**config.mk**
```make
export PLATFORM = sky130hd
export DESIGN_NAME = iccm_bank_decode
export DESIGN_NICKNAME = d
export VERILOG_FILES = /design/src/iccm_pkg.sv /design/src/iccm_bank_decode.sv
export SDC_FILE = /design/constraint.sdc
export NUM_CORES = 1
export LEC_CHECK = 0
export ABC_AREA = 1
export BUFFER_PORTS_ARGS = -buffer_cell sky130_fd_sc_hd__buf_2
export CAP_MARGIN = 20
export CELL_PAD_IN_SITES_DETAIL_PLACEMENT = 2
export CELL_PAD_IN_SITES_GLOBAL_PLACEMENT = 2
export CORE_AREA = 2 2 126 128
export DETAILED_ROUTE_END_ITERATION = 6
export DIE_AREA = 0 0 128 130
export PLACE_DENSITY = 0.95
export SLEW_MARGIN = 15
export SYNTH_ARGS = -nofsm -noshare
export SYNTH_HDL_FRONTEND = slang
export SYNTH_SLANG_ARGS = --single-unit
export TNS_END_PERCENT = 10
```
**constraint.sdc**
```tcl
create_clock -name vclk -period 3.4
set_clock_uncertainty 0.05 [all_clocks]
set_input_delay 0.68 -clock vclk [all_inputs]
set_output_delay 0.68 -clock vclk [all_outputs]
set_load 0.02 [all_outputs]
```
**src/iccm_pkg.sv**
```systemverilog
/*
 * Shared types and constants for the interleaved instruction CCM.
 * Four banks of 39-bit words (32 data bits plus 7 check bits), selected
 * by byte address bits 3:2. Modules pull these in with a wildcard import.
 */

package iccm_pkg;

   localparam int NUM_BANKS = 4;  // Bank number is address bits 3:2
   localparam int WORD_BITS = 39;

   typedef logic [WORD_BITS-1:0] iccm_word_t;

   // Write data and raw read data, even bank word in lo
   typedef struct packed {
      iccm_word_t hi;
      iccm_word_t lo;
   } iccm_dword_t;

   typedef iccm_word_t [NUM_BANKS-1:0] iccm_bank_words_t;

   typedef logic [NUM_BANKS-1:0] iccm_bank_mask_t;

   // Access size, sets the halfword step to the second bank
   typedef enum logic [1:0] {
      SIZE_WORD  = 2'b10,  // One halfword step
      SIZE_DWORD = 2'b11   // Two halfword steps
   } iccm_size_e;

   // Per-cycle access control
   typedef struct packed {
      logic       wren;
      logic       rden;
      iccm_size_e size;
      logic       correct;     // Correction cycle, loads a redundant row
      logic       corr_state;  // Correction in progress
   } iccm_ctl_t;

endpackage

```
**src/iccm_bank_decode.sv**
```systemverilog
/*
 * Access decode for the interleaved banks.
 * Turns one word or doubleword access into per-bank enables, row indices
 * and write data. Purely combinational, used in the access cycle.
 */

`timescale 1ns/1ps

module iccm_bank_decode
   import iccm_pkg::*;
#(
   parameter int ICCM_BITS = 10
) (
   input  iccm_ctl_t                             ctl,
   input  logic [ICCM_BITS-1:1]                  rw_addr,       // Halfword address
   input  iccm_dword_t                           wr_data,
   output logic [ICCM_BITS-1:1]                  addr_inc,      // Address of second half
   output iccm_bank_mask_t                       bank_wren,
   output iccm_bank_mask_t                       bank_rden,
   output logic [NUM_BANKS-1:0][ICCM_BITS-1:4]   bank_row,
   output iccm_bank_words_t                      bank_wr_data
);

   logic [1:0]           addr_step;
   iccm_bank_mask_t      hit_lo;  // Bank of rw_addr
   iccm_bank_mask_t      hit_hi;  // Bank of addr_inc

   assign addr_step = (ctl.size == SIZE_DWORD) ? 2'd2 : 2'd1;
   assign addr_inc  = rw_addr + (ICCM_BITS-1)'(addr_step);

   // **************************************************************************
   // Per-bank commands
   // **************************************************************************
   for (genvar i = 0; i < NUM_BANKS; i++) begin : g_bank
      assign hit_lo[i] = (rw_addr[3:2] == 2'(i));
      assign hit_hi[i] = (addr_inc[3:2] == 2'(i));

      assign bank_wren[i] = ctl.wren & (hit_lo[i] | hit_hi[i]);
      assign bank_rden[i] = ctl.rden & (hit_lo[i] | hit_hi[i]);

      // Second word past bank 3 lands in bank 0 of the next row
      assign bank_row[i] = hit_lo[i] ? rw_addr[ICCM_BITS-1:4] : addr_inc[ICCM_BITS-1:4];

      if (i % 2 == 1) begin : g_odd
         assign bank_wr_data[i] = wr_data.hi;
      end else begin : g_even
         assign bank_wr_data[i] = wr_data.lo;
      end
   end

endmodule

```
==> summary.txt <==
Power and ir drop
  – Pleak: 0.0006170 uW
  – Power density over cell area: 178.7 nW/um^2
  – Maximum vdd drop: 0.03459 mV

Layout
  – Util after Layout: 7.357%
  – Layout Nets: 274
  – Area of the multi-input gates: 534.3 um^2
  – FF/Latch Area: 0 um^2
  – Number of sequential cells: 0
  – Clk_buf instances: 0
  – # fillers: 1885
  – Layout cells sized above 1: 38.07%
  – # diodes: 0
  – Area Growth Syn to Fin: -36.93%

Synthesis
  – Synth area leader: buf_4
  – Post-synth cell types: 20
  – Top-area cell type share of the netlist area: 65.51%
  – Post-Syn Area: 1799 um^2
  – Post-synthesis sequential area ratio: 0%
  – Yosys Warn Count: 0
  – Syn Inst Count: 278
  – Largest cells by area after synthesis: buf_4 (66%), nand2_1 (9.2%), and2_1 (4.2%)
  – Post-Syn Nets: 374
  – Syn avg cell area: 6.472 um^2

STA
  – Max-slew violations: 0
  – RSZ-0062 raised after global routing: false
  – Fin. Hold Viols: 0
  – Relative slew slack: 78.97%
  – PnR worst setup slack: 305.2 ps
  – TNS Setup: 0 ps
  – Fin crit share: 91.02%
  – Max Fclk: 323.1 MHz
  – Setup-failing EPs final: 0
  – Tmin final: 3095 ps
  – Slew of the pin with the lowest slew margin: 315.3 ps

Route
  – First DRT Iteration DRCs: 31
  – Final WL: 5517 um
  – # DRC: 0
  – Routed Antenna Nets: 0
  – Drt wl/cell: 14.99 um
  – First-pass iteration count of the detailed router: 4
  – Post-detailed-route via-to-cell ratio: 3.063
  – Via count: 1127

Setup path
  – Cell mode on critical path: inv_1
  – Buf/Inv on CP: 5
  – Critical Path AT: 2360 ps
  – Crit path cell chain: buf_2, nand2_1, ha_1, fa_1, inv_1, nand2_1, nand2_2, inv_1, o21ai_1, inv_1, nor2_1, buf_2
  – WS Path Type: in -> out
  – Crit Path Max Fanout: 4
  – CP Launch Type: input port
  – Worst endpoint required time: 2670 ps
  – Critical path's slowest cell: fa_1
  – CP peak stage delay: 490 ps
  – Crit-path leading delay family: adder cells
  – Critical Path End Type: output pin

Floorplanning
  – Total die area: 16640 um^2
  – Rows: 46
  – Starting Density: 11.66%
  – Placeable Area: 15420 um^2
  – Die Wd: 128 um
  – Die Height: 130 um
  – I/O pins: 290

Min path
  – Hold Crit Class: in -> out

Clock network
  – Cts-stage hold buffer count: 0
  – Postcts setup bufs: 0
  – Post-cts sizing count: 0

Global route
  – First-pass GRT wire length: 7659 um
  – Vias in the first global route: 1189
  – Total track usage: 6.217%
  – Initial antenna violation count: 1
  – Pin count of the biggest net entering global routing: 12
  – Overflow left after global routing: 0

Place
  – Routability congestion estimate from global placement: 0.6631
  – HPWL Detailed: 4861 um
  – Pre-CTS setup slack: 243.5 ps
  – Number of port buffers: 54

Job
  – Max Cap Viol: 0

Run status
  – Outcome: completed
per-stage QoR:
step	instance area (um^2)	hold slack (ps)	cells	total power, uW
finish	1135	1310	368	202.8
global route	1135	1310	368	227.5
CTS	1135	1310	368	211.3
detailed placement	1135	1310	368	210.8
global placement	1135	1310	368	207.0
floorplan	1799	1423	278	395.5
cell usage after synthesis (all sizes together):
cell type and instances:
and2 12, buf 158, fa 1, ha 2, inv 20, nand2 49, nand3 15, nor2 11
o21ai 4, o21bai 1, o22ai 2, xor2 3
final timing paths:
path,startpoint,endpoint,slack [ps],depth (start not counted)
worst max-delay path,ctl[2],bank_rden[3],310,12
worst min-delay path,wr_data[74],bank_wr_data[74],1310,0
metal layers:
metal	global-route usage [%]	vias to the layer above	part of all wire, %
met5	0	-	0.13
met4	5.882	2	9.4
met3	3.075	64	15
met2	9.877	98	44
met1	5.887	486	31
li1	-	477	-
cell type report:
class	count	area share, %
tap	192	21.17
multi-input combinational	100	47.08
timing repair buffer	56	25.14
inverter	20	6.615
layout by cell type, fill, tap and decap left out:
cell and instances:
xor2_2 1, inv_2 1, nand3_2 1, nor2_2 1
ha_1 2, inv_1 19, buf_2 54, o21ai_1 2
nor2_8 1, nor2_1 9, o22ai_1 2, xor2_1 2
nand2_1 44, buf_4 2, nand2_2 5, o21ai_0 2
fa_1 1, nand3_1 14, o21bai_2 1, and2_1 12
where the power goes:
group	internal, uW	leakage (uW)	switching, uW	total [uW]
Sequential	0	0	0	0
Clock	0	0	0	0
Combinational	63.1	0.000617	140	203
Total	63.1	0.000617	140	203
kinds of logic (layout without fill, tap and decap cells):
group | after synthesis | in the layout | synth area share [%]
adder cells (fa/ha/maj) | 3 | 3 | 2.503
AND/OR/NAND/NOR | 87 | 87 | 22.88
XOR/XNOR | 3 | 3 | 1.878
buffers and inverters | 178 | 76 | 70.31
AO/OA/AOI/OAI | 7 | 7 | 2.434
(Power assumes the default switching activity.)
