===== src/iccm_pkg.sv =====
/*
 * Shared types and constants for the interleaved instruction CCM.
 * Four banks of 39-bit words (32 data bits plus 7 check bits), selected
 * by byte address bits 3:2. Modules pull these in with a wildcard import.
 */

package iccm_pkg;

   localparam int NUM_BANKS = 4;  // Bank number is address bits 3:2
   localparam int WORD_BITS = 39;

   typedef logic [WORD_BITS-1:0] iccm_word_t;

   // Write data and raw read data, even bank word in lo
   typedef struct packed {
      iccm_word_t hi;
      iccm_word_t lo;
   } iccm_dword_t;

   typedef iccm_word_t [NUM_BANKS-1:0] iccm_bank_words_t;

   typedef logic [NUM_BANKS-1:0] iccm_bank_mask_t;

   // Access size, sets the halfword step to the second bank
   typedef enum logic [1:0] {
      SIZE_WORD  = 2'b10,  // One halfword step
      SIZE_DWORD = 2'b11   // Two halfword steps
   } iccm_size_e;

   // Per-cycle access control
   typedef struct packed {
      logic       wren;
      logic       rden;
      iccm_size_e size;
      logic       correct;     // Correction cycle, loads a redundant row
      logic       corr_state;  // Correction in progress
   } iccm_ctl_t;

endpackage


===== src/iccm_redundancy.sv =====
/*
 * Redundant rows for hard faults in the instruction CCM.
 * Two word-sized rows, each with an address and a valid bit, are loaded
 * on correction cycles and picked by an LRU bit. Accesses are matched
 * in the access cycle; one cycle later matching bank outputs are
 * replaced by the row data. Writes to a replaced word update its row.
 */

`timescale 1ns/1ps

module iccm_redundancy
   import iccm_pkg::*;
#(
   parameter int ICCM_BITS = 10
) (
   input  logic                 clk,
   input  logic                 rst,
   input  iccm_ctl_t            ctl,
   input  logic [ICCM_BITS-1:1] rw_addr,
   input  logic [ICCM_BITS-1:1] addr_inc,
   input  iccm_dword_t          wr_data,
   input  iccm_bank_words_t     bank_dout,     // Raw bank read data
   output iccm_bank_words_t     bank_dout_fn   // After substitution
);

   localparam int NUM_ROWS = 2;

   logic [NUM_ROWS-1:0][ICCM_BITS-1:2] row_addr;   // Word address of each row
   iccm_word_t [NUM_ROWS-1:0]          row_data;
   logic [NUM_ROWS-1:0]                row_valid;
   logic                               row_lru;    // Row replaced next

   iccm_bank_mask_t [NUM_ROWS-1:0]     sel_row;
   iccm_bank_mask_t [NUM_ROWS-1:0]     sel_row_q;

   logic [NUM_ROWS-1:0]                row_load;
   logic [NUM_ROWS-1:0]                row_wr_hit;
   logic [NUM_ROWS-1:0]                row_bit2;   // Address bit 2 the data follows
   iccm_word_t [NUM_ROWS-1:0]          row_data_in;

   logic                               dword;
   logic                               lru_en;
   logic                               lru_in;

   assign dword = (ctl.size == SIZE_DWORD);

   // **************************************************************************
   // Address match, per row and bank
   // **************************************************************************
   always_comb begin
      for (int r = 0; r < NUM_ROWS; r++) begin
         for (int b = 0; b < NUM_BANKS; b++) begin
            sel_row[r][b] = row_valid[r] &
               (((rw_addr[ICCM_BITS-1:2] == row_addr[r]) & (rw_addr[3:2] == 2'(b))) |
                ((addr_inc[ICCM_BITS-1:2] == row_addr[r]) & (addr_inc[3:2] == 2'(b))));
         end
      end
   end

   // **************************************************************************
   // Row load and update
   // **************************************************************************
   always_comb begin
      for (int r = 0; r < NUM_ROWS; r++) begin
         row_load[r] = ctl.correct & (row_lru == 1'(r));

         // Word write matches to bit 2, doubleword write to bit 3
         row_wr_hit[r] = row_valid[r] & ctl.wren &
                         (rw_addr[ICCM_BITS-1:3] == row_addr[r][ICCM_BITS-1:3]) &
                         ((rw_addr[2] == row_addr[r][2]) | dword);

         row_bit2[r] = row_load[r] ? rw_addr[2] : row_addr[r][2];

         // Odd word of the pair comes from the hi half
         row_data_in[r] = (row_bit2[r] & (rw_addr[2] | dword)) ? wr_data.hi : wr_data.lo;
      end
   end

   // Correction flips the LRU; a hit during correction points it away
   assign lru_en = ctl.correct |
                   (ctl.rden & ctl.corr_state & ((|sel_row[0]) | (|sel_row[1])));
   assign lru_in = ctl.correct ? ~row_lru : (|sel_row[0]);

   always_ff @(posedge clk) begin
      if (rst) begin
         row_valid <= '0;
         row_lru   <= 1'b0;
         sel_row_q <= '0;
      end else begin
         sel_row_q <= sel_row;
         if (lru_en) begin
            row_lru <= lru_in;
         end
         for (int r = 0; r < NUM_ROWS; r++) begin
            if (row_load[r]) begin
               row_valid[r] <= 1'b1;
            end
         end
      end
   end

   always_ff @(posedge clk) begin
      for (int r = 0; r < NUM_ROWS; r++) begin
         if (row_load[r]) begin
            row_addr[r] <= rw_addr[ICCM_BITS-1:2];
         end
         if (row_load[r] | row_wr_hit[r]) begin
            row_data[r] <= row_data_in[r];
         end
      end
   end

   // **************************************************************************
   // Output substitution, row 1 first
   // **************************************************************************
   always_comb begin
      for (int b = 0; b < NUM_BANKS; b++) begin
         if (sel_row_q[1][b]) begin
            bank_dout_fn[b] = row_data[1];
         end else if (sel_row_q[0][b]) begin
            bank_dout_fn[b] = row_data[0];
         end else begin
            bank_dout_fn[b] = bank_dout[b];
         end
      end
   end

endmodule


===== config.mk =====
export PLATFORM = sky130hd
export DESIGN_NAME = iccm_redundancy
export DESIGN_NICKNAME = d
export VERILOG_FILES = /design/src/iccm_pkg.sv /design/src/iccm_redundancy.sv
export SDC_FILE = /design/constraint.sdc
export NUM_CORES = 1
export LEC_CHECK = 0
export BUFFER_PORTS_ARGS = -buffer_cell sky130_fd_sc_hd__buf_2
export CELL_PAD_IN_SITES_DETAIL_PLACEMENT = 1
export CELL_PAD_IN_SITES_GLOBAL_PLACEMENT = 1
export CORE_AREA = 2 2 160 162
export DETAILED_ROUTE_END_ITERATION = 16
export DIE_AREA = 0 0 162 164
export PLACE_DENSITY_LB_ADDON = 0.1
export SYNTH_ARGS = -nofsm -noshare
export SYNTH_HDL_FRONTEND = slang
export SYNTH_SLANG_ARGS = --single-unit

===== constraint.sdc =====
create_clock -name clk -period 5.8 [get_ports clk]
set_input_delay 0.29 -clock clk [delete_from_list [all_inputs] [get_ports clk]]
set_output_delay 0.29 -clock clk [all_outputs]
set_load 0.1 [all_outputs]

==> tab_implementation.tex, run 1 <==
\begin{tabular}{lr}
\hline
Metric & Value \\
\hline
\multicolumn{2}{l}{\textbf{Status}} \\
Result of the run & completed \\
\multicolumn{2}{l}{\textbf{STA}} \\
Slew headroom & 0.2742 \\
Setup skew after layout & 0.01341 ns \\
Final critical-path required period & between 2 and 3 ns \\
RSZ-0062 raised after global routing & false \\
Maximum clock frequency & $\sim$0.34 GHz \\
Number of hold violations in the final report & 0 \\
Max-slew violation count & 0 \\
Portion of the clock cycle consumed by the worst path in the final layout & 0.5104 \\
Final sum of negative setup slack & 0 ns \\
Setup violators final & 0 \\
Slew at the pin closest to its max-slew limit & 1.079 ns \\
\multicolumn{2}{l}{\textbf{Placed design}} \\
Instance area at placement & approximately 10,000 µm² \\
Weighted congestion reported at the end of routability-driven placement & 0.7821 \\
Port bufs & around 410 \\
DPL Wire Length & 24,470 µm \\
Number of placed instances, taps included & between 1,500 and 2,000 \\
\multicolumn{2}{l}{\textbf{Die}} \\
Die outline height & 164 µm \\
Floorplan die area & 26,570 µm² \\
Width of the die & between 150 and 200 µm \\
Number of ports placed on the die boundary & 416 \\
Initial Utilization & 0.3160 \\
Core footprint & about 25,000 µm² \\
Number of placement rows & 58 \\
\multicolumn{2}{l}{\textbf{Synth}} \\
Warnings from Yosys & 0 \\
Register bit count reported by yosys & 105 \\
Synthesized net count & 1,076 \\
Cells after synthesis & about 800 \\
Proportion of synthesized chip area in sequential cells & 0.3880 \\
Avg Synthesized Cell Area & 9.611 µm² \\
Post-Synthesis Cell Area & a little under 8000 µm² \\
Yosys cell types & 32 \\
\multicolumn{2}{l}{\textbf{GRT}} \\
First-pass GRT wire length & 48,070 µm \\
Number of global-route vias before repair & between 8,000 and 9,000 \\
Aggregate global routing overflow & 0 \\
Combined global-route utilization of all metal layers & 0.2394 \\
Initial antenna violation count & 8 \\
Maximum number of pins on one net before global-route repair & 63 \\
\multicolumn{2}{l}{\textbf{Detailed routing}} \\
Metal1 wirelength & 13,320 µm \\
Via-to-Cell Ratio & around 5 \\
Met2 wire length & 16,730 µm \\
Iteration-0 DRC Markers & about 360 \\
Total iterations of the first detailed-routing run & 4 \\
WL met3 & 2169 µm \\
Remaining antenna violation count & 0 \\
DRC Markers & 0 \\
Highest metal layer with signal wires & met5 \\
Number of vias in the routed layout & 7,645 \\
Total wire length after detailed routing & 32,750 µm \\
Post-detailed-route wirelength per cell & 21.49 µm \\
\multicolumn{2}{l}{\textbf{Pwr}} \\
Clock Power Share & 0.273 \\
Leakage power & 3.822 nW \\
Power density normalized to cell area & $\sim$230 nW/µm² \\
Sequential fraction of design power & 0.391 \\
Switching power & 0.0009612 W \\
Combinational group share of total power & 0.335 \\
Total power & $\sim$0.0024 W \\
Switching Fraction & 0.3998 \\
Worst VDD drop & 0.1379 mV \\
Total internal power & around 0.0014 W \\
\multicolumn{2}{l}{\textbf{Setup path}} \\
CP Cell Sequence & buf\_4 > mux2i\_1 > o21ai\_0 > buf\_2 \\
Crit end category & output port \\
WP depth & 4 \\
Kind of cell adding the most delay to the critical path & buffers and inverters \\
Total buffers and inverters traversed by the critical path & 2 \\
CP Capture Point & bank\_dout\_fn[39] \\
Critical path fanouts, max & 22 \\
Depth of the worst register-to-register path & 4 \\
Critical path class & flip-flop to output port \\
R2r startpoint & row\_lru \\
Element type at the critical path start & flip-flop \\
Data arrival time at the worst-slack endpoint & 2.67 ns \\
Launching instance or port of the critical path & sel\_row\_q[1] \\
Required time of the critical path & roughly 5.5 ns \\
Flop2flop setup slack & 2.97 ns \\
Cell with the largest stage delay on the worst path & sky130\_fd\_sc\_hd\_\_dfxtp\_2 \\
Worst reg2reg endpoint & row\_data[55] \\
Delay of the slowest critical-path stage & 0.94 ns \\
\multicolumn{2}{l}{\textbf{Clocking}} \\
Root buffer selected by CTS & sky130\_fd\_sc\_hd\_\_clkbuf\_16 \\
H-Tree Level Count & 3 \\
Number of sinks on the clock net & 105 \\
TritonCTS clock tree & done \\
Clock transition at the registers of the reported paths & 0.08 ns \\
Cts repair resizes & 0 \\
Post-CTS Hold Buffers & 0 \\
Post-CTS setup repair buffer count & 0 \\
Maximum count of clock buffers along a single path & 2 \\
CTS buffer count & 9 \\
Insertion delay of the later-clocked pin in the worst-skew pair & 0.36 ns \\
\multicolumn{2}{l}{\textbf{Cells and area}} \\
Share of layout cells above drive strength 1 & 0.4487 \\
Most common library cell in the layout ignoring fill and taps & sky130\_fd\_sc\_hd\_\_buf\_2 \\
Commonest non-fill, non-tap cells in the layout & sky130\_fd\_sc\_hd\_\_buf\_2 (413), sky130\_fd\_sc\_hd\_\_nand2\_1 (163), sky130\_fd\_sc\_hd\_\_mux2i\_1 (156), sky130\_fd\_sc\_hd\_\_o21ai\_0 (156), sky130\_fd\_sc\_hd\_\_edfxtp\_1 (94) \\
Layout area overhead & 33.22\% \\
Post-route insts no fill & 1,524 \\
Count of nets after finishing & 1,443 \\
Total non-filler cell area in the finished layout & 10,450 µm² \\
Final cell utilization of the core & 0.4210 \\
\multicolumn{2}{l}{\textbf{Flow run}} \\
Reported max-cap violation count & 0 \\
\multicolumn{2}{l}{\textbf{Hold path}} \\
Type of the tightest min-delay check & input port to flip-flop \\
\hline
\end{tabular}
## synthesized netlist by cell type, drive strengths merged
cell,number,area (µm²)
nor2b,5,33.78
and2,2,12.51
o21a,1,7.510
mux2i,156,1562
or2,1,6.260
nand2,163,611.8
nor3,4,20.02
nor4,1,6.260
o21ai,156,780.8
a22oi,6,45.04
buf,23,142.6
edfxtp,94,2823
dfxtp,11,220.2
a31o,2,17.52
a32oi,2,17.52
xor2,2,17.52
nand3,2,10.01
o21bai,1,7.510
nand4,7,43.79
clkbuf,46,172.7
o22a,2,17.52
xnor2,31,271.5
a211oi,1,7.510
nor2,18,67.56
mux2,78,915.9
a21oi,1,5.000
## per-stage QoR
stage               worst slack, ns  hold WS, ns
floorplan                     2.357       0.3889
global placement              2.981       0.4933
detailed placement            2.915       0.5018
CTS                           2.811       0.1594
global route                  2.736       0.1625
finish                        2.840       0.1717
## area by class of cell
class	instances	area, µm²
Fill cell	3020	14370
Multi-Input combinational cell	642	4498
Sequential cell	105	3053
Timing Repair Buffer	425	2157
Tap cell	330	412.9
Clock buffer	9	225.2
Clock inverter	7	86.33
Antenna cell	6	15.01
## power by group through the flow
stage	clock [W]	sequential [W]	combinational, W
global placement	0	0.000957	0.000803
finish	0.000657	0.000941	0.000806
global route	0.000703	0.000948	0.000846
CTS	0.000676	0.000941	0.000812
detailed placement	0	0.000957	0.000811
floorplan	0	0.000938	0.000609
## registers in the layout, summed over array words and instances, names as in the netlist
name / count
row_addr: 16
row_data: 78
row_lru: 1
row_valid: 2
sel_row_q: 8
## layer usage
metal,vias to the layer above,global-route usage
met5,-,0
met4,10,0.05672
met3,37,0.06338
met2,256,0.4439
met1,3655,0.2741
li1,3687,-
## worst min-delay path by stage
stage,startpoint,end,slack (ns),depth (start not counted)
2_1_floorplan,rw_addr[2],row_addr[0],0.39,0
3_5_place_dp,row_valid[1],row_valid[1],0.50,2
3_3_place_gp,row_valid[0],row_valid[0],0.49,2
6_report,rw_addr[9],row_addr[15],0.17,1
5_1_grt,rw_addr[4],row_addr[2],0.16,1
4_1_cts,rw_addr[9],row_addr[15],0.16,1
## kinds of logic after synthesis
family,share of synthesized area
AOI/OAI and AO/OA,0.1155
and+or+nand+nor,0.1035
muxes,0.3159
xor gates and xnor gates,0.03685
DFF,0.3880
buffers and inverters,0.04020
Power figures use the tool's default switching activity.
==> run 2: changes to the inputs <==
- CORE_AREA: 2 2 160 162 -> 2 2 165 167
- DIE_AREA: 0 0 162 164 -> 0 0 167 169
- clock period: 5.8 -> 2.48 ns (I/O delays scaled with it)
==> tab_implementation.tex, run 2 (synthesis gave the netlist of run 1 again) <==
\begin{tabular}{lr}
\hline
Metric & Value \\
\hline
\multicolumn{2}{l}{\textbf{Status}} \\
Result of the run & completed \\
\multicolumn{2}{l}{\textbf{Detailed routing}} \\
DRC Markers & 0 \\
Iteration-0 DRC Markers & 335 \\
Total iterations of the first detailed-routing run & 6 \\
Post-detailed-route wirelength per cell & approximately 21 µm \\
Via-to-Cell Ratio & 5.029 \\
Number of vias in the routed layout & 7,835 \\
Total wire length after detailed routing & 32,860 µm \\
Remaining antenna violation count & 0 \\
\multicolumn{2}{l}{\textbf{GRT}} \\
Aggregate global routing overflow & 0 \\
Initial antenna violation count & 9 \\
Combined global-route utilization of all metal layers & 0.2242 \\
First-pass GRT wire length & 48,360 µm \\
Maximum number of pins on one net before global-route repair & 51 \\
Number of global-route vias before repair & 8,072 \\
\multicolumn{2}{l}{\textbf{Die}} \\
Core footprint & 26,500 µm² \\
Width of the die & between 150 and 200 µm \\
Floorplan die area & approximately 28,000 µm² \\
Initial Utilization & 0.2959 \\
Number of placement rows & 60 \\
Number of ports placed on the die boundary & 416 \\
Die outline height & 169 µm \\
\multicolumn{2}{l}{\textbf{Clocking}} \\
Insertion delay of the later-clocked pin in the worst-skew pair & about 0.36 ns \\
Post-CTS Hold Buffers & 2 \\
Maximum count of clock buffers along a single path & 2 \\
Post-CTS setup repair buffer count & 0 \\
Clock transition at the registers of the reported paths & $\sim$0.08 ns \\
Cts repair resizes & 0 \\
Root buffer selected by CTS & sky130\_fd\_sc\_hd\_\_clkbuf\_16 \\
Number of sinks on the clock net & 105 \\
CTS buffer count & 9 \\
TritonCTS clock tree & done \\
H-Tree Level Count & 3 \\
\multicolumn{2}{l}{\textbf{STA}} \\
Final setup slack of the worst path & 0.2998 ns \\
Setup skew after layout & between 0.01 and 0.015 ns \\
Maximum clock frequency & 0.4587 GHz \\
Final critical-path required period & 2.180 ns \\
Final Hold Slack & 0.01550 ns \\
Slew at the pin closest to its max-slew limit & 0.5540 ns \\
Portion of the clock cycle consumed by the worst path in the final layout & 0.8791 \\
Number of hold violations in the final report & 0 \\
Setup violators final & 0 \\
Max-slew violation count & 0 \\
Slew headroom & 0.6307 \\
RSZ-0062 raised after global routing & false \\
\multicolumn{2}{l}{\textbf{Hold path}} \\
Type of the tightest min-delay check & input port to flip-flop \\
\multicolumn{2}{l}{\textbf{Pwr}} \\
Switching Fraction & 0.4041 \\
Total internal power & $\sim$0.0033 W \\
Leakage power & approximately 4.1 nW \\
Switching power & between 0.002 and 0.0025 W \\
Combinational group share of total power & 0.344 \\
Sequential fraction of design power & 0.393 \\
Worst VDD drop & just under 0.3 mV \\
Clock Power Share & 0.263 \\
Power density normalized to cell area & roughly 500 nW/µm² \\
Total power & 0.005589 W \\
\multicolumn{2}{l}{\textbf{Flow run}} \\
Reported max-cap violation count & 0 \\
\multicolumn{2}{l}{\textbf{Setup path}} \\
Data arrival time at the worst-slack endpoint & 2.06 ns \\
Critical path class & flip-flop to output port \\
Crit end category & output port \\
Element type at the critical path start & flip-flop \\
Required time of the critical path & 2.36 ns \\
Critical path fanouts, max & 13 \\
\multicolumn{2}{l}{\textbf{Cells and area}} \\
Area of the multi-input gates & 4644 µm² \\
Layout area overhead & 38.83\% \\
Most common library cell in the layout ignoring fill and taps & sky130\_fd\_sc\_hd\_\_buf\_2 \\
Filler cell count & 3,189 \\
Seq. cell area & 3063 µm² \\
Count of nets after finishing & 1,467 \\
Top reg by flops & row\_data \\
Share of layout cells above drive strength 1 & 0.4893 \\
Flip-flop count of the largest register, all copies and words added & 78 \\
Commonest non-fill, non-tap cells in the layout & sky130\_fd\_sc\_hd\_\_buf\_2 (413), sky130\_fd\_sc\_hd\_\_nand2\_1 (163), sky130\_fd\_sc\_hd\_\_mux2i\_1 (156), sky130\_fd\_sc\_hd\_\_o21ai\_1 (117), sky130\_fd\_sc\_hd\_\_edfxtp\_1 (94) \\
Final cell utilization of the core & 0.4109 \\
Largest regs & row\_data x78, row\_addr x16, sel\_row\_q x8 \\
\multicolumn{2}{l}{\textbf{Placed design}} \\
Port bufs & 413 \\
Post-Place Setup Slack & 0.5253 ns \\
Weighted congestion reported at the end of routability-driven placement & just under 0.8 \\
DPL Wire Length & 25,370 µm \\
\hline
\end{tabular}
==> run 2: cell count changes in the layout (fill, tap and decap cells not counted), sizes merged, moves of 2 or more <==
| cell | before | now |
|---|---|---|
| buf | 425 | 446 |
| clkinv | 0 | 2 |
| clkinvlp | 3 | 0 |
| dlygate4sd3 | 0 | 3 |
==> run 2: per-layer routing <==
| layer | vias up | routed length [µm] | share of wire | track usage |
|---|---|---|---|---|
| li1 | 3738 | - | - | - |
| met1 | 3778 | 13470 | 0.41 | 0.2665 |
| met2 | 262 | 16630 | 0.51 | 0.3999 |
| met3 | 49 | 2044 | 0.062 | 0.05471 |
| met4 | 8 | 659 | 0.020 | 0.06747 |
| met5 | - | 57 | 0.0017 | 0 |
==> run 2: critical path: stages (launching register included) <==
cell,delay [ns]
sky130_fd_sc_hd__dfxtp_2,0.69
sky130_fd_sc_hd__buf_4,0.27
sky130_fd_sc_hd__mux2i_1,0.08
sky130_fd_sc_hd__o21ai_1,0.18
sky130_fd_sc_hd__buf_2,0.47
==> run 2: area by class of cell <==
type	count	share of cell area
clock buffers	10	0.02195
well taps	341	0.03919
repair buffers	449	0.2245
multi-input cells	642	0.4266
diodes	5	0.001149
clock inverters	6	0.005286
flip-flops and latches	105	0.2813
==> run 2: per-stage QoR <==
step	instance area [µm²]	TNS, ns	cells
after detailed placement	10550	0	1534
after floorplan	7993	-0.04344	816
after global placement	10550	0	1534
final	10890	0	1558
after CTS	10870	0	1552
after global routing	10890	0	1558
==> run 2: power by group through the flow <==
| stage | Clock (W) | Combinational, W | Sequential, W |
|---|---|---|---|
| 2_1_floorplan | 0 | 0.00146 | 0.00219 |
| 3_3_place_gp | 0 | 0.00191 | 0.00224 |
| 3_5_place_dp | 0 | 0.00193 | 0.00224 |
| 4_1_cts | 0.00153 | 0.00194 | 0.00220 |
| 5_1_grt | 0.00159 | 0.00202 | 0.00221 |
| 6_report | 0.00147 | 0.00192 | 0.00220 |
==> run 2: final timing paths <==
kind,endpoint,cells past startpoint,startpoint,slack (ns)
setup / recovery,bank_dout_fn[37],4,sel_row_q[0],0.30
hold / removal,row_addr[11],1,rw_addr[5],0.02
setup reg to reg,row_data[40],5,row_addr[11],0.53
hold reg to reg,row_valid[0],2,row_valid[0],0.51
