`config.mk`:
```
export PLATFORM = sky130hd
export DESIGN_NAME = iccm_read_align
export DESIGN_NICKNAME = d
export VERILOG_FILES = /design/src/iccm_pkg.sv /design/src/iccm_read_align.sv
export SDC_FILE = /design/constraint.sdc
export NUM_CORES = 1
export LEC_CHECK = 0
export BUFFER_PORTS_ARGS = -buffer_cell sky130_fd_sc_hd__buf_4
export CAP_MARGIN = 20
export CORE_AREA = 4 4 121 123
export CTS_BUF_LIST = sky130_fd_sc_hd__clkbuf_8 sky130_fd_sc_hd__clkbuf_16
export CTS_CLUSTER_SIZE = 40
export DETAILED_ROUTE_END_ITERATION = 10
export DIE_AREA = 0 0 125 127
export HOLD_SLACK_MARGIN = 0.12
export SLEW_MARGIN = 20
export SYNTH_ARGS = -nofsm -noshare
export SYNTH_HDL_FRONTEND = slang
export SYNTH_SLANG_ARGS = --single-unit
```
`constraint.sdc`:
```
create_clock -name clk -period 1.9 [get_ports clk]
set_input_delay 0.095 -clock clk [delete_from_list [all_inputs] [get_ports clk]]
set_output_delay 0.095 -clock clk [all_outputs]
set_load 0.005 [all_outputs]
```
`src/iccm_pkg.sv`:
```
/*
 * Shared types and constants for the interleaved instruction CCM.
 * Four banks of 39-bit words (32 data bits plus 7 check bits), selected
 * by byte address bits 3:2. Modules pull these in with a wildcard import.
 */

package iccm_pkg;

   localparam int NUM_BANKS = 4;  // Bank number is address bits 3:2
   localparam int WORD_BITS = 39;

   typedef logic [WORD_BITS-1:0] iccm_word_t;

   // Write data and raw read data, even bank word in lo
   typedef struct packed {
      iccm_word_t hi;
      iccm_word_t lo;
   } iccm_dword_t;

   typedef iccm_word_t [NUM_BANKS-1:0] iccm_bank_words_t;

   typedef logic [NUM_BANKS-1:0] iccm_bank_mask_t;

   // Access size, sets the halfword step to the second bank
   typedef enum logic [1:0] {
      SIZE_WORD  = 2'b10,  // One halfword step
      SIZE_DWORD = 2'b11   // Two halfword steps
   } iccm_size_e;

   // Per-cycle access control
   typedef struct packed {
      logic       wren;
      logic       rden;
      iccm_size_e size;
      logic       correct;     // Correction cycle, loads a redundant row
      logic       corr_state;  // Correction in progress
   } iccm_ctl_t;

endpackage

```
`src/iccm_read_align.sv`:
```
/*
 * Read data steering for the instruction CCM.
 * Captures the bank numbers and halfword bit of an access, then in the
 * next cycle picks the two bank words and aligns 64 bits to the halfword.
 */

`timescale 1ns/1ps

module iccm_read_align
   import iccm_pkg::*;
#(
   parameter int ICCM_BITS = 10
) (
   input  logic                 clk,
   input  logic                 rst,
   input  logic [ICCM_BITS-1:1] rw_addr,
   input  logic [ICCM_BITS-1:1] addr_inc,
   input  iccm_bank_words_t     bank_dout_fn,
   output logic [63:0]          rd_data,
   output iccm_dword_t          rd_data_ecc
);

   logic [3:1]  rd_addr_lo_q;  // Bank and halfword of rw_addr
   logic [3:2]  rd_addr_hi_q;  // Bank of addr_inc
   logic [63:0] rd_data_pre;

   always_ff @(posedge clk) begin
      if (rst) begin
         rd_addr_lo_q <= '0;
         rd_addr_hi_q <= '0;
      end else begin
         rd_addr_lo_q <= rw_addr[3:1];
         rd_addr_hi_q <= addr_inc[3:2];
      end
   end

   assign rd_data_ecc.lo = bank_dout_fn[rd_addr_lo_q[3:2]];
   assign rd_data_ecc.hi = bank_dout_fn[rd_addr_hi_q];

   // Data bits only, check bits dropped
   assign rd_data_pre = {rd_data_ecc.hi[31:0], rd_data_ecc.lo[31:0]};

   assign rd_data = rd_addr_lo_q[1] ? {16'b0, rd_data_pre[63:16]}  // Odd halfword
                                    : rd_data_pre;

endmodule

```
==> results of run 1 <==
## synthesized netlist by cell type
master,count
o22ai_1,16
buf_4,9
mux4_1,1
mux4_2,29
a21oi_1,16
buf_12,2
mux2_1,5
nor3_1,16
nor2b_1,23
or2_2,1
buf_2,15
mux2_2,75
buf_6,5
a211oi_1,16
nor2_1,16
clkbuf_1,14
buf_1,1
o221ai_1,16
nand2_1,1
dfxtp_1,5
a2bb2oi_1,16
nand2b_1,2
mux2i_1,64
## tightest hold or removal path, cell delays in order
cell and delay, ps:
buf_4 80, mux4_2 210, buf_4 100
## placed cells by master (no fill, tap or decap), drive strengths merged, types with 5 or more instances in the layout
| cell | n |
|---|---|
| a2bb2oi | 16 |
| nor2 | 16 |
| a211oi | 16 |
| buf | 338 |
| o221ai | 16 |
| nor3 | 16 |
| a21oi | 16 |
| mux2 | 80 |
| mux4 | 30 |
| mux2i | 64 |
| clkbuf | 5 |
| dfxtp | 5 |
| dlygate4sd3 | 6 |
| o22ai | 16 |
| nor2b | 23 |
## layout make-up
type | instances | area, um2 | area share (%)
clock buffer | 3 | 75.07 | 1.184
clock inverter | 1 | 3.754 | 0.05918
multi-input combinational | 313 | 3146 | 49.60
sequential | 5 | 113.9 | 1.795
tap | 180 | 225.2 | 3.551
timing repair buffer | 347 | 2779 | 43.82
## cell families (layout without fill, tap and decap cells)
group	count (synthesis)	after routing	share of synthesized area, %
multiplexers	174	174	63.39
AND/OR/NAND/NOR	59	59	8.750
buffers and inverters	46	351	8.428
flip-flops	5	5	2.857
AO/OA/AOI/OAI	80	80	16.57
## routing by layer
layer / global-route usage, % / vias up
li1: - / 2087
met1: 23.09 / 2183
met2: 38.09 / 231
met3: 4.515 / 16
met4: 3.444 / 0
met5: 0 / -
## timing repair
action,in CTS,in global routing
pin swaps,0,0
hold endpoints to repair,5,0
buffers inserted,0,12
setup endpoints to repair,6,34
hold buffers,6,0
cloned,1,2
gates resized for setup,6,9
## power breakdown
| group | leakage, nW | total [mW] | internal (mW) | switching (mW) |
|---|---|---|---|---|
| Combinational | 2.73 | 1.87 | 1.11 | 0.752 |
| Sequential | 0.0439 | 0.127 | 0.111 | 0.0160 |
| Clock | 0.0423 | 0.332 | 0.272 | 0.0608 |
| Total | 2.81 | 2.32 | 1.50 | 0.829 |
## flip-flops by register name, summed over array words and instances (netlist names)
name          cells
rd_addr_lo_q      3
rd_addr_hi_q      2
## worst paths after layout
check             start               to  cells past startpoint
max     rd_addr_hi_q[3]      rd_data[60]                      5
min    bank_dout_fn[33]  rd_data_ecc[33]                      3
==> results.py, run 1 <==
metrics = {
    "drt": {
        "met3_length_mm": 1.422,
        "drt-wirelength-per-cell_um": 21.16,
        "drc_errors": 0,
        "via_per_inst": 5.320,
        "ant_nets": 0,
        "wl_mm": 17.96,
        "wl_met2_mm": 9.313,
        "first_iter_violations": 137,
        "vias": 4517,
        "drtPass1Iterations": 4,
        "top_layer": "met4",
        "met1Wirelength_mm": 6.943,
    },
    "global_route": {
        "antenna_found_initial": 0,
        "grt_max_degree": 51,
        "grt_util_all_layers_pct": 19.98,
        "first_global_vias": 4638,
        "overflow": 0,
        "grt_pass1_wl_mm": 25.83,
    },
    "synthesis": {
        "synthesis.nets": 540,
        "syn_inst": 364,
        "synth.largest_area_cell": "mux2_2",
        "synth_area_per_cell_um2": 9.625,
        "synth_area_um2": 3503,
        "yosys-top-cells-area": "mux2_2 24%, mux4_2 19%, mux2i_1 18%, nor2b_1 4.1%, a2bb2oi_1 4.0%",
        "synth_seq_cells": 5,
        "ys_warn_count": 0,
        "synth_top_area_share_pct": 24.11,
        "ys_seq_area_share_pct": 2.857,
        "synth_cell_types": 23,
    },
    "placement": {
        "place_ws_ps": 209.3,
        "place.gp.congestion": 0.8876,
        "port_buffers": 304,
        "place_inst": 824,
        "hpwl_mm": 13.80,
        "placement.cell_area_um2": 5984,
    },
    "timing": {
        "slew_violations": 0,
        "min_period_over_period_pct": 100.1,
        "setup_viol": 1,
        "rsz0062_at_grt": "yes",
        "period_minus_slack_ps": 1902,
        "max_slew_margin_pct": 73.55,
        "tns_ps": -2.401,
        "worst_pin_slew_ps": 385.7,
        "finalHoldViolations": 0,
        "maxClockFrequency_mhz": 525.7,
        "layout_setup_ws_ps": -2.401,
        "whs_ps": 584.6,
    },
    "critical_path": {
        "critPathMaxFanout": 31,
        "path_delay_family": "multiplexers",
        "critPathMostFrequentCell": "mux2_2",
        "crit_type": "flop to output pin",
        "critPathRequiredTime_ps": 1800,
        "cp_data_arrival_time_ps": 1810,
        "slowest_delay_ps": 400,
        "cp_num_buf_inv": 2,
        "crit_chain": "buf_12, mux2_2, mux2_2, nor2b_1, buf_4",
        "worst_setup_path_start_kind": "flop",
        "cp-end-kind": "output pin",
        "cp_slowest_cell": "dfxtp_4",
    },
    "outcome": {
        "outcome": "complete, but fails checks",
        "violations": "negative setup slack",
    },
    "floorplan": {
        "die_height_um": 127,
        "fp-row-count": 43,
        "ios": 318,
        "fp.dieArea_um2": 15880,
        "coreArea_um2": 13670,
        "start_util_pct": 25.64,
        "dieWidth_um": 125,
    },
    "final_layout": {
        "fillers": 1343,
        "antenna_cells": 0,
        "final_area_um2": 6342,
        "final_util_pct": 46.41,
        "syn2layout_area_growth_pct": 81.04,
        "layout.nets": 846,
        "drive_gt1_share_pct": 69.06,
        "fin_cells": 849,
    },
    "clock_tree": {
        "clk_pin_slew_ps": 30,
        "cts_root_buf": "clkbuf_16",
        "h-tree-depth": 1,
        "cts_inserted_buffers": 3,
        "cts_tree": "built",
        "numClockSinks": 5,
        "cts_max_path_buffers": 2,
    },
    "pwr": {
        "p_per_area_nw_per_um2": 366.5,
        "leakagePower_nw": 2.812,
        "p_total_mw": 2.324,
        "peakVddDrop_mv": 0.3118,
    },
    "min_path": {
        "min-delay-path-class": "primary input to output pin",
    },
    "flow_run": {
        "maxCapViolations": 0,
    },
}
Power figures use the tool's default switching activity.
==> run 2: changes to the inputs <==
==> constraint.sdc (replaced) <==
create_clock -name clk -period 1.9 [get_ports clk]
set_input_delay 0.19 -clock clk [delete_from_list [all_inputs] [get_ports clk]]
set_output_delay 0.19 -clock clk [all_outputs]
set_load 0.005 [all_outputs]
==> run 2 against run 1 <==
Against the previous run: the run still ends with negative setup slack left; largest cell class unchanged; non-clock buffer count grew 19; critical endpoint is now rd_data[55]; combinational power is 19% higher; total power is 16% higher; clock power up 2%; worst hold slack got worse by 440 ps; sequential power hardly changed; core utilization increased by 6.5 points; critical path type unchanged; via count rose by 5.6%.
==> results.py, run 2 (synthesis gave the netlist of run 1 again) <==
metrics = {
    "outcome": {
        "outcome": "complete, but fails checks",
        "violations": "negative setup slack",
    },
    "final_layout": {
        "final_cell_mix": "313 x buf_4, 61 x mux2_4, 43 x mux2i_1",
        "layout.nets": 865,
        "antenna_cells": 0,
        "fillers": 1258,
        "largest_registers": "rd_addr_lo_q x3, rd_addr_hi_q x2",
        "final_common_cell": "buf_4",
        "syn2layout_area_growth_pct": 106.5,
        "fin_cells": 868,
        "top_register": "rd_addr_lo_q",
        "largest_reg_flops": 3,
        "drive_gt1_share_pct": 78.20,
    },
    "drt": {
        "first_iter_violations": 225,
        "vias": 4772,
        "drtPass1Iterations": 4,
        "wl_mm": 20.57,
        "ant_nets": 0,
        "drc_errors": 0,
        "drt-wirelength-per-cell_um": 23.69,
        "via_per_inst": 5.498,
    },
    "timing": {
        "maxClockFrequency_mhz": 502.7,
        "tns_ps": -1465,
        "whs_ps": 147.9,
        "layout_setup_ws_ps": -89.30,
        "slew_violations": 0,
        "worst_pin_slew_ps": 362.1,
        "max_slew_margin_pct": 75.17,
        "period_minus_slack_ps": 1989,
        "min_period_over_period_pct": 104.7,
        "finalHoldViolations": 0,
        "setup_viol": 39,
        "rsz0062_at_grt": "yes",
    },
    "floorplan": {
        "ios": 318,
        "coreArea_um2": 13670,
        "fp-row-count": 43,
        "die_height_um": 127,
        "start_util_pct": 25.64,
        "fp.dieArea_um2": 15880,
        "dieWidth_um": 125,
    },
    "clock_tree": {
        "cts_max_path_buffers": 2,
        "cts_tree": "built",
        "h-tree-depth": 1,
        "cts_root_buf": "clkbuf_16",
        "clk_pin_slew_ps": 30,
        "ctsHoldBuffers": 0,
        "numClockSinks": 5,
        "cts_inserted_buffers": 3,
    },
    "pwr": {
        "peakVddDrop_mv": 0.2219,
        "p_total_mw": 2.689,
        "leakagePower_nw": 3.278,
        "clockPowerShare_pct": 12.5,
        "p_per_area_nw_per_um2": 371.6,
        "internal-power_mw": 1.726,
        "comb_power_share_pct": 82.7,
        "p_seq_share_pct": 4.7,
        "swShare_pct": 35.82,
        "p_switching_mw": 0.9630,
    },
    "placement": {
        "hpwl_mm": 14.07,
        "port_buffers": 304,
        "place_ws_ps": 120.4,
        "place_inst": 825,
        "place.gp.congestion": 0.8776,
    },
    "critical_path": {
        "critPathMaxFanout": 5,
        "worst_setup_path_start_kind": "flop",
        "crit_type": "flop to output pin",
        "cp_data_arrival_time_ps": 1800,
        "critPathRequiredTime_ps": 1710,
        "cp-end-kind": "output pin",
    },
    "global_route": {
        "antenna_found_initial": 0,
        "grt_util_all_layers_pct": 20.91,
        "overflow": 0,
        "first_global_vias": 4698,
        "grt_pass1_wl_mm": 26.86,
        "grt_max_degree": 41,
    },
    "flow_run": {
        "maxCapViolations": 0,
    },
    "min_path": {
        "min-delay-path-class": "primary input to flop",
    },
}
[run 2: cell types whose count changed in the layout (fill, tap and decap cells not counted), sizes merged]
cell | previous run | this run
buf | 338 | 357
dlygate4sd3 | 6 | 0
clkbuf | 5 | 10
bufbuf | 1 | 2
[run 2: per-stage QoR]
stage	area (um2)	util, %
final	7236	52.95
after global routing	7236	52.95
after CTS	6262	45.82
after detailed placement	6005	43.94
after global placement	6005	43.94
after floorplan	3503	-
[run 2: path summary, 6_finish.rpt]
path	start	endpoint	slack, ps	cells past startpoint
max	rd_addr_hi_q[3]	rd_data[55]	-90	6
min	rst	rd_addr_hi_q[3]	150	2
[run 2: what timing repair did]
| action | CTS | global route |
|---|---|---|
| gates cloned | 2 | 10 |
| resized for setup | 17 | 147 |
| hold endpoints to repair | 0 | 0 |
| setup buffers | 7 | 20 |
| pin swaps | 0 | 1 |
| setup endpoints to repair | 40 | 51 |
[run 2: area by class of cell]
| type | instances | area, um2 | share of cell area [%] |
|---|---|---|---|
| multi-input combinational | 313 | 3632 | 50.20 |
| timing repair buffer | 366 | 3183 | 43.99 |
| tap | 180 | 225.2 | 3.113 |
| sequential | 5 | 116.4 | 1.608 |
| clock buffer | 3 | 75.07 | 1.038 |
| clock inverter | 1 | 3.754 | 0.05188 |
[run 2: worst max-delay path, cell delays in order (launching register included)]
cell     delay, ps
dfxtp_4        400
buf_8          160
buf_6          150
mux2_4         320
mux2_2         280
nor2b_1        130
buf_4          130
[run 2: metal layers]
metal  part of all wire, %  wire, um  GRT usage, %
met5                     0         0             0
met1                    39      8055         25.06
met3                   6.2      1274         3.052
met4                   2.2       444         4.145
met2                    52     10790         39.73
[run 2: power by group through the flow]
stage                     sequential (mW)  clock [mW]  combinational (mW)
final                               0.127       0.337                2.22
after detailed placement            0.125           0                1.81
after global placement              0.125           0                1.79
after CTS                           0.125       0.342                1.88
after global routing                0.129       0.353                2.35
after floorplan                     0.114           0               0.816
==> run 3: changes to the inputs <==
CORE_AREA = default   (was 4 4 121 123)
CORE_ASPECT_RATIO = 0.8   (was default)
CORE_MARGIN = 4   (was default)
CORE_UTILIZATION = 28   (was default)
DIE_AREA = default   (was 0 0 125 127)
==> run 3 against run 2 <==
Against the previous run: die area is 9.4% lower; the flow still finishes with violations (negative setup slack); count of clock-buffer cells in the layout stayed put; first-iteration DRC count is 22% higher; combinational power hardly changed; highest routed layer unchanged; global-route usage is 1.5 points higher; sequential power hardly changed; wire length is 4.0% lower.
==> results.py, run 3 (synthesis gave the netlist of run 1 again) <==
metrics = {
    "outcome": {
        "outcome": "complete, but fails checks",
        "violations": "negative setup slack",
    },
    "final_layout": {
        "fin_cells": 859,
        "antenna_cells": 0,
        "drive_gt1_share_pct": 78.05,
        "final_common_cell": "buf_4",
        "largest_registers": "rd_addr_lo_q x3, rd_addr_hi_q x2",
        "final_cell_mix": "323 x buf_4, 59 x mux2_4, 42 x mux2i_1",
        "largest_reg_flops": 3,
        "final_area_um2": 7174,
        "fillers": 1051,
        "syn2layout_area_growth_pct": 104.8,
        "layout.nets": 865,
        "top_register": "rd_addr_lo_q",
        "regArea_um2": 113.9,
        "multiInputGateArea_um2": 3631,
    },
    "clock_tree": {
        "cts_root_buf": "clkbuf_16",
        "cts_max_path_buffers": 2,
        "clk_pin_slew_ps": 30,
        "cts_inserted_buffers": 3,
        "ctsHoldBuffers": 0,
        "numClockSinks": 5,
        "cts_tree": "built",
        "h-tree-depth": 1,
    },
    "critical_path": {
        "worst_setup_path_start_kind": "flop",
        "critPathRequiredTime_ps": 1710,
        "critPathMaxFanout": 7,
        "cp_data_arrival_time_ps": 1780,
        "crit_type": "flop to output pin",
        "cp-end-kind": "output pin",
    },
    "global_route": {
        "grt_pass1_wl_mm": 26.00,
        "grt_max_degree": 42,
        "grt_util_all_layers_pct": 22.44,
        "first_global_vias": 4743,
        "overflow": 0,
        "antenna_found_initial": 0,
    },
    "timing": {
        "rsz0062_at_grt": "yes",
        "max_slew_margin_pct": 58.19,
        "setup_viol": 26,
        "slew_violations": 0,
        "period_minus_slack_ps": 1966,
        "maxClockFrequency_mhz": 508.7,
        "min_period_over_period_pct": 103.5,
        "finalHoldViolations": 0,
        "layout_setup_ws_ps": -65.94,
        "worst_pin_slew_ps": 625.8,
    },
    "pwr": {
        "leakagePower_nw": 3.250,
        "comb_power_share_pct": 82.5,
        "peakVddDrop_mv": 0.2902,
        "swShare_pct": 35.65,
        "p_seq_share_pct": 4.7,
        "clockPowerShare_pct": 12.8,
        "p_total_mw": 2.655,
        "p_per_area_nw_per_um2": 370.1,
        "internal-power_mw": 1.709,
        "p_switching_mw": 0.9468,
    },
    "drt": {
        "drt-wirelength-per-cell_um": 22.98,
        "drc_errors": 0,
        "drtPass1Iterations": 4,
        "first_iter_violations": 274,
        "vias": 4780,
        "wl_mm": 19.74,
        "via_per_inst": 5.565,
        "ant_nets": 0,
    },
    "flow_run": {
        "maxCapViolations": 0,
    },
    "placement": {
        "port_buffers": 304,
        "place.gp.congestion": 0.8519,
        "hpwl_mm": 13.57,
        "placement.cell_area_um2": 5996,
        "place_inst": 815,
    },
    "min_path": {
        "min-delay-path-class": "primary input to flop",
    },
    "floorplan": {
        "die_height_um": 108.0,
        "dieWidth_um": 133.1,
        "ios": 318,
        "start_util_pct": 28.70,
        "fp.dieArea_um2": 14380,
        "coreArea_um2": 12210,
        "fp-row-count": 36,
    },
}
-- run 3: cell types whose count changed in the layout (fill, tap and decap cells not counted), moves of 3 or more --
cell      previous run  this run
nor3_2               6         3
buf_6               32        23
a211oi_1            15        12
nor3_1              10        13
buf_4              313       323
a211oi_2             1         4
-- run 3: layout make-up --
cell class	instances	area share (%)
clock buffer	3	1.046
clock inverter	1	0.05232
multi-input combinational	313	50.61
sequential	5	1.587
tap	171	2.982
timing repair buffer	366	43.72
-- run 3: metrics by stage --
| step | hold WS (ps) | worst slack, ps | utilization, % | setup TNS [ps] |
|---|---|---|---|---|
| after global routing | 165.5 | -126.3 | 58.77 | -3126 |
| after CTS | 147.2 | -82.59 | 51.31 | -1022 |
| after detailed placement | 384.6 | 100.6 | 49.12 | 0 |
| after global placement | 381.0 | 103.4 | 49.12 | 0 |
| final | 151.2 | -65.94 | 58.77 | -702.0 |
| after floorplan | 261.6 | 355.3 | - | 0 |
-- run 3: worst max-delay path, cell delays in order, from the launching register on --
cell and delay, ps:
dfxtp_4 370, buf_8 150, clkbuf_16 170, mux2_4 310, mux2_4 280, nor2b_1 130
buf_4 150
-- run 3: worst paths after layout --
kind                  slack [ps]         endpoint             from  cells after the start
worst min-delay path         150  rd_addr_lo_q[2]              rst                      2
worst max-delay path         -70      rd_data[59]  rd_addr_hi_q[3]                      6
-- run 3: routing by layer --
metal	GRT usage (%)	vias to the layer above	wire, um
met5	0	-	0
met2	40.69	247	10110
met4	5.786	0	339
li1	-	2126	-
met3	4.698	28	1398
met1	27.16	2379	7890
-- run 3: power by group through the flow --
stage | logic, mW | clock network, mW | registers (mW)
floorplan | 0.816 | 0 | 0.114
global route | 2.32 | 0.354 | 0.128
detailed placement | 1.80 | 0 | 0.125
finish | 2.19 | 0.339 | 0.126
CTS | 1.87 | 0.346 | 0.125
global placement | 1.79 | 0 | 0.124
-- run 3: what timing repair did --
| item | 4_1_cts | 5_1_grt |
|---|---|---|
| setup buffers | 9 | 20 |
| endpoints found under the setup margin | 51 | 57 |
| gates resized for setup | 13 | 139 |
| cloned | 3 | 8 |
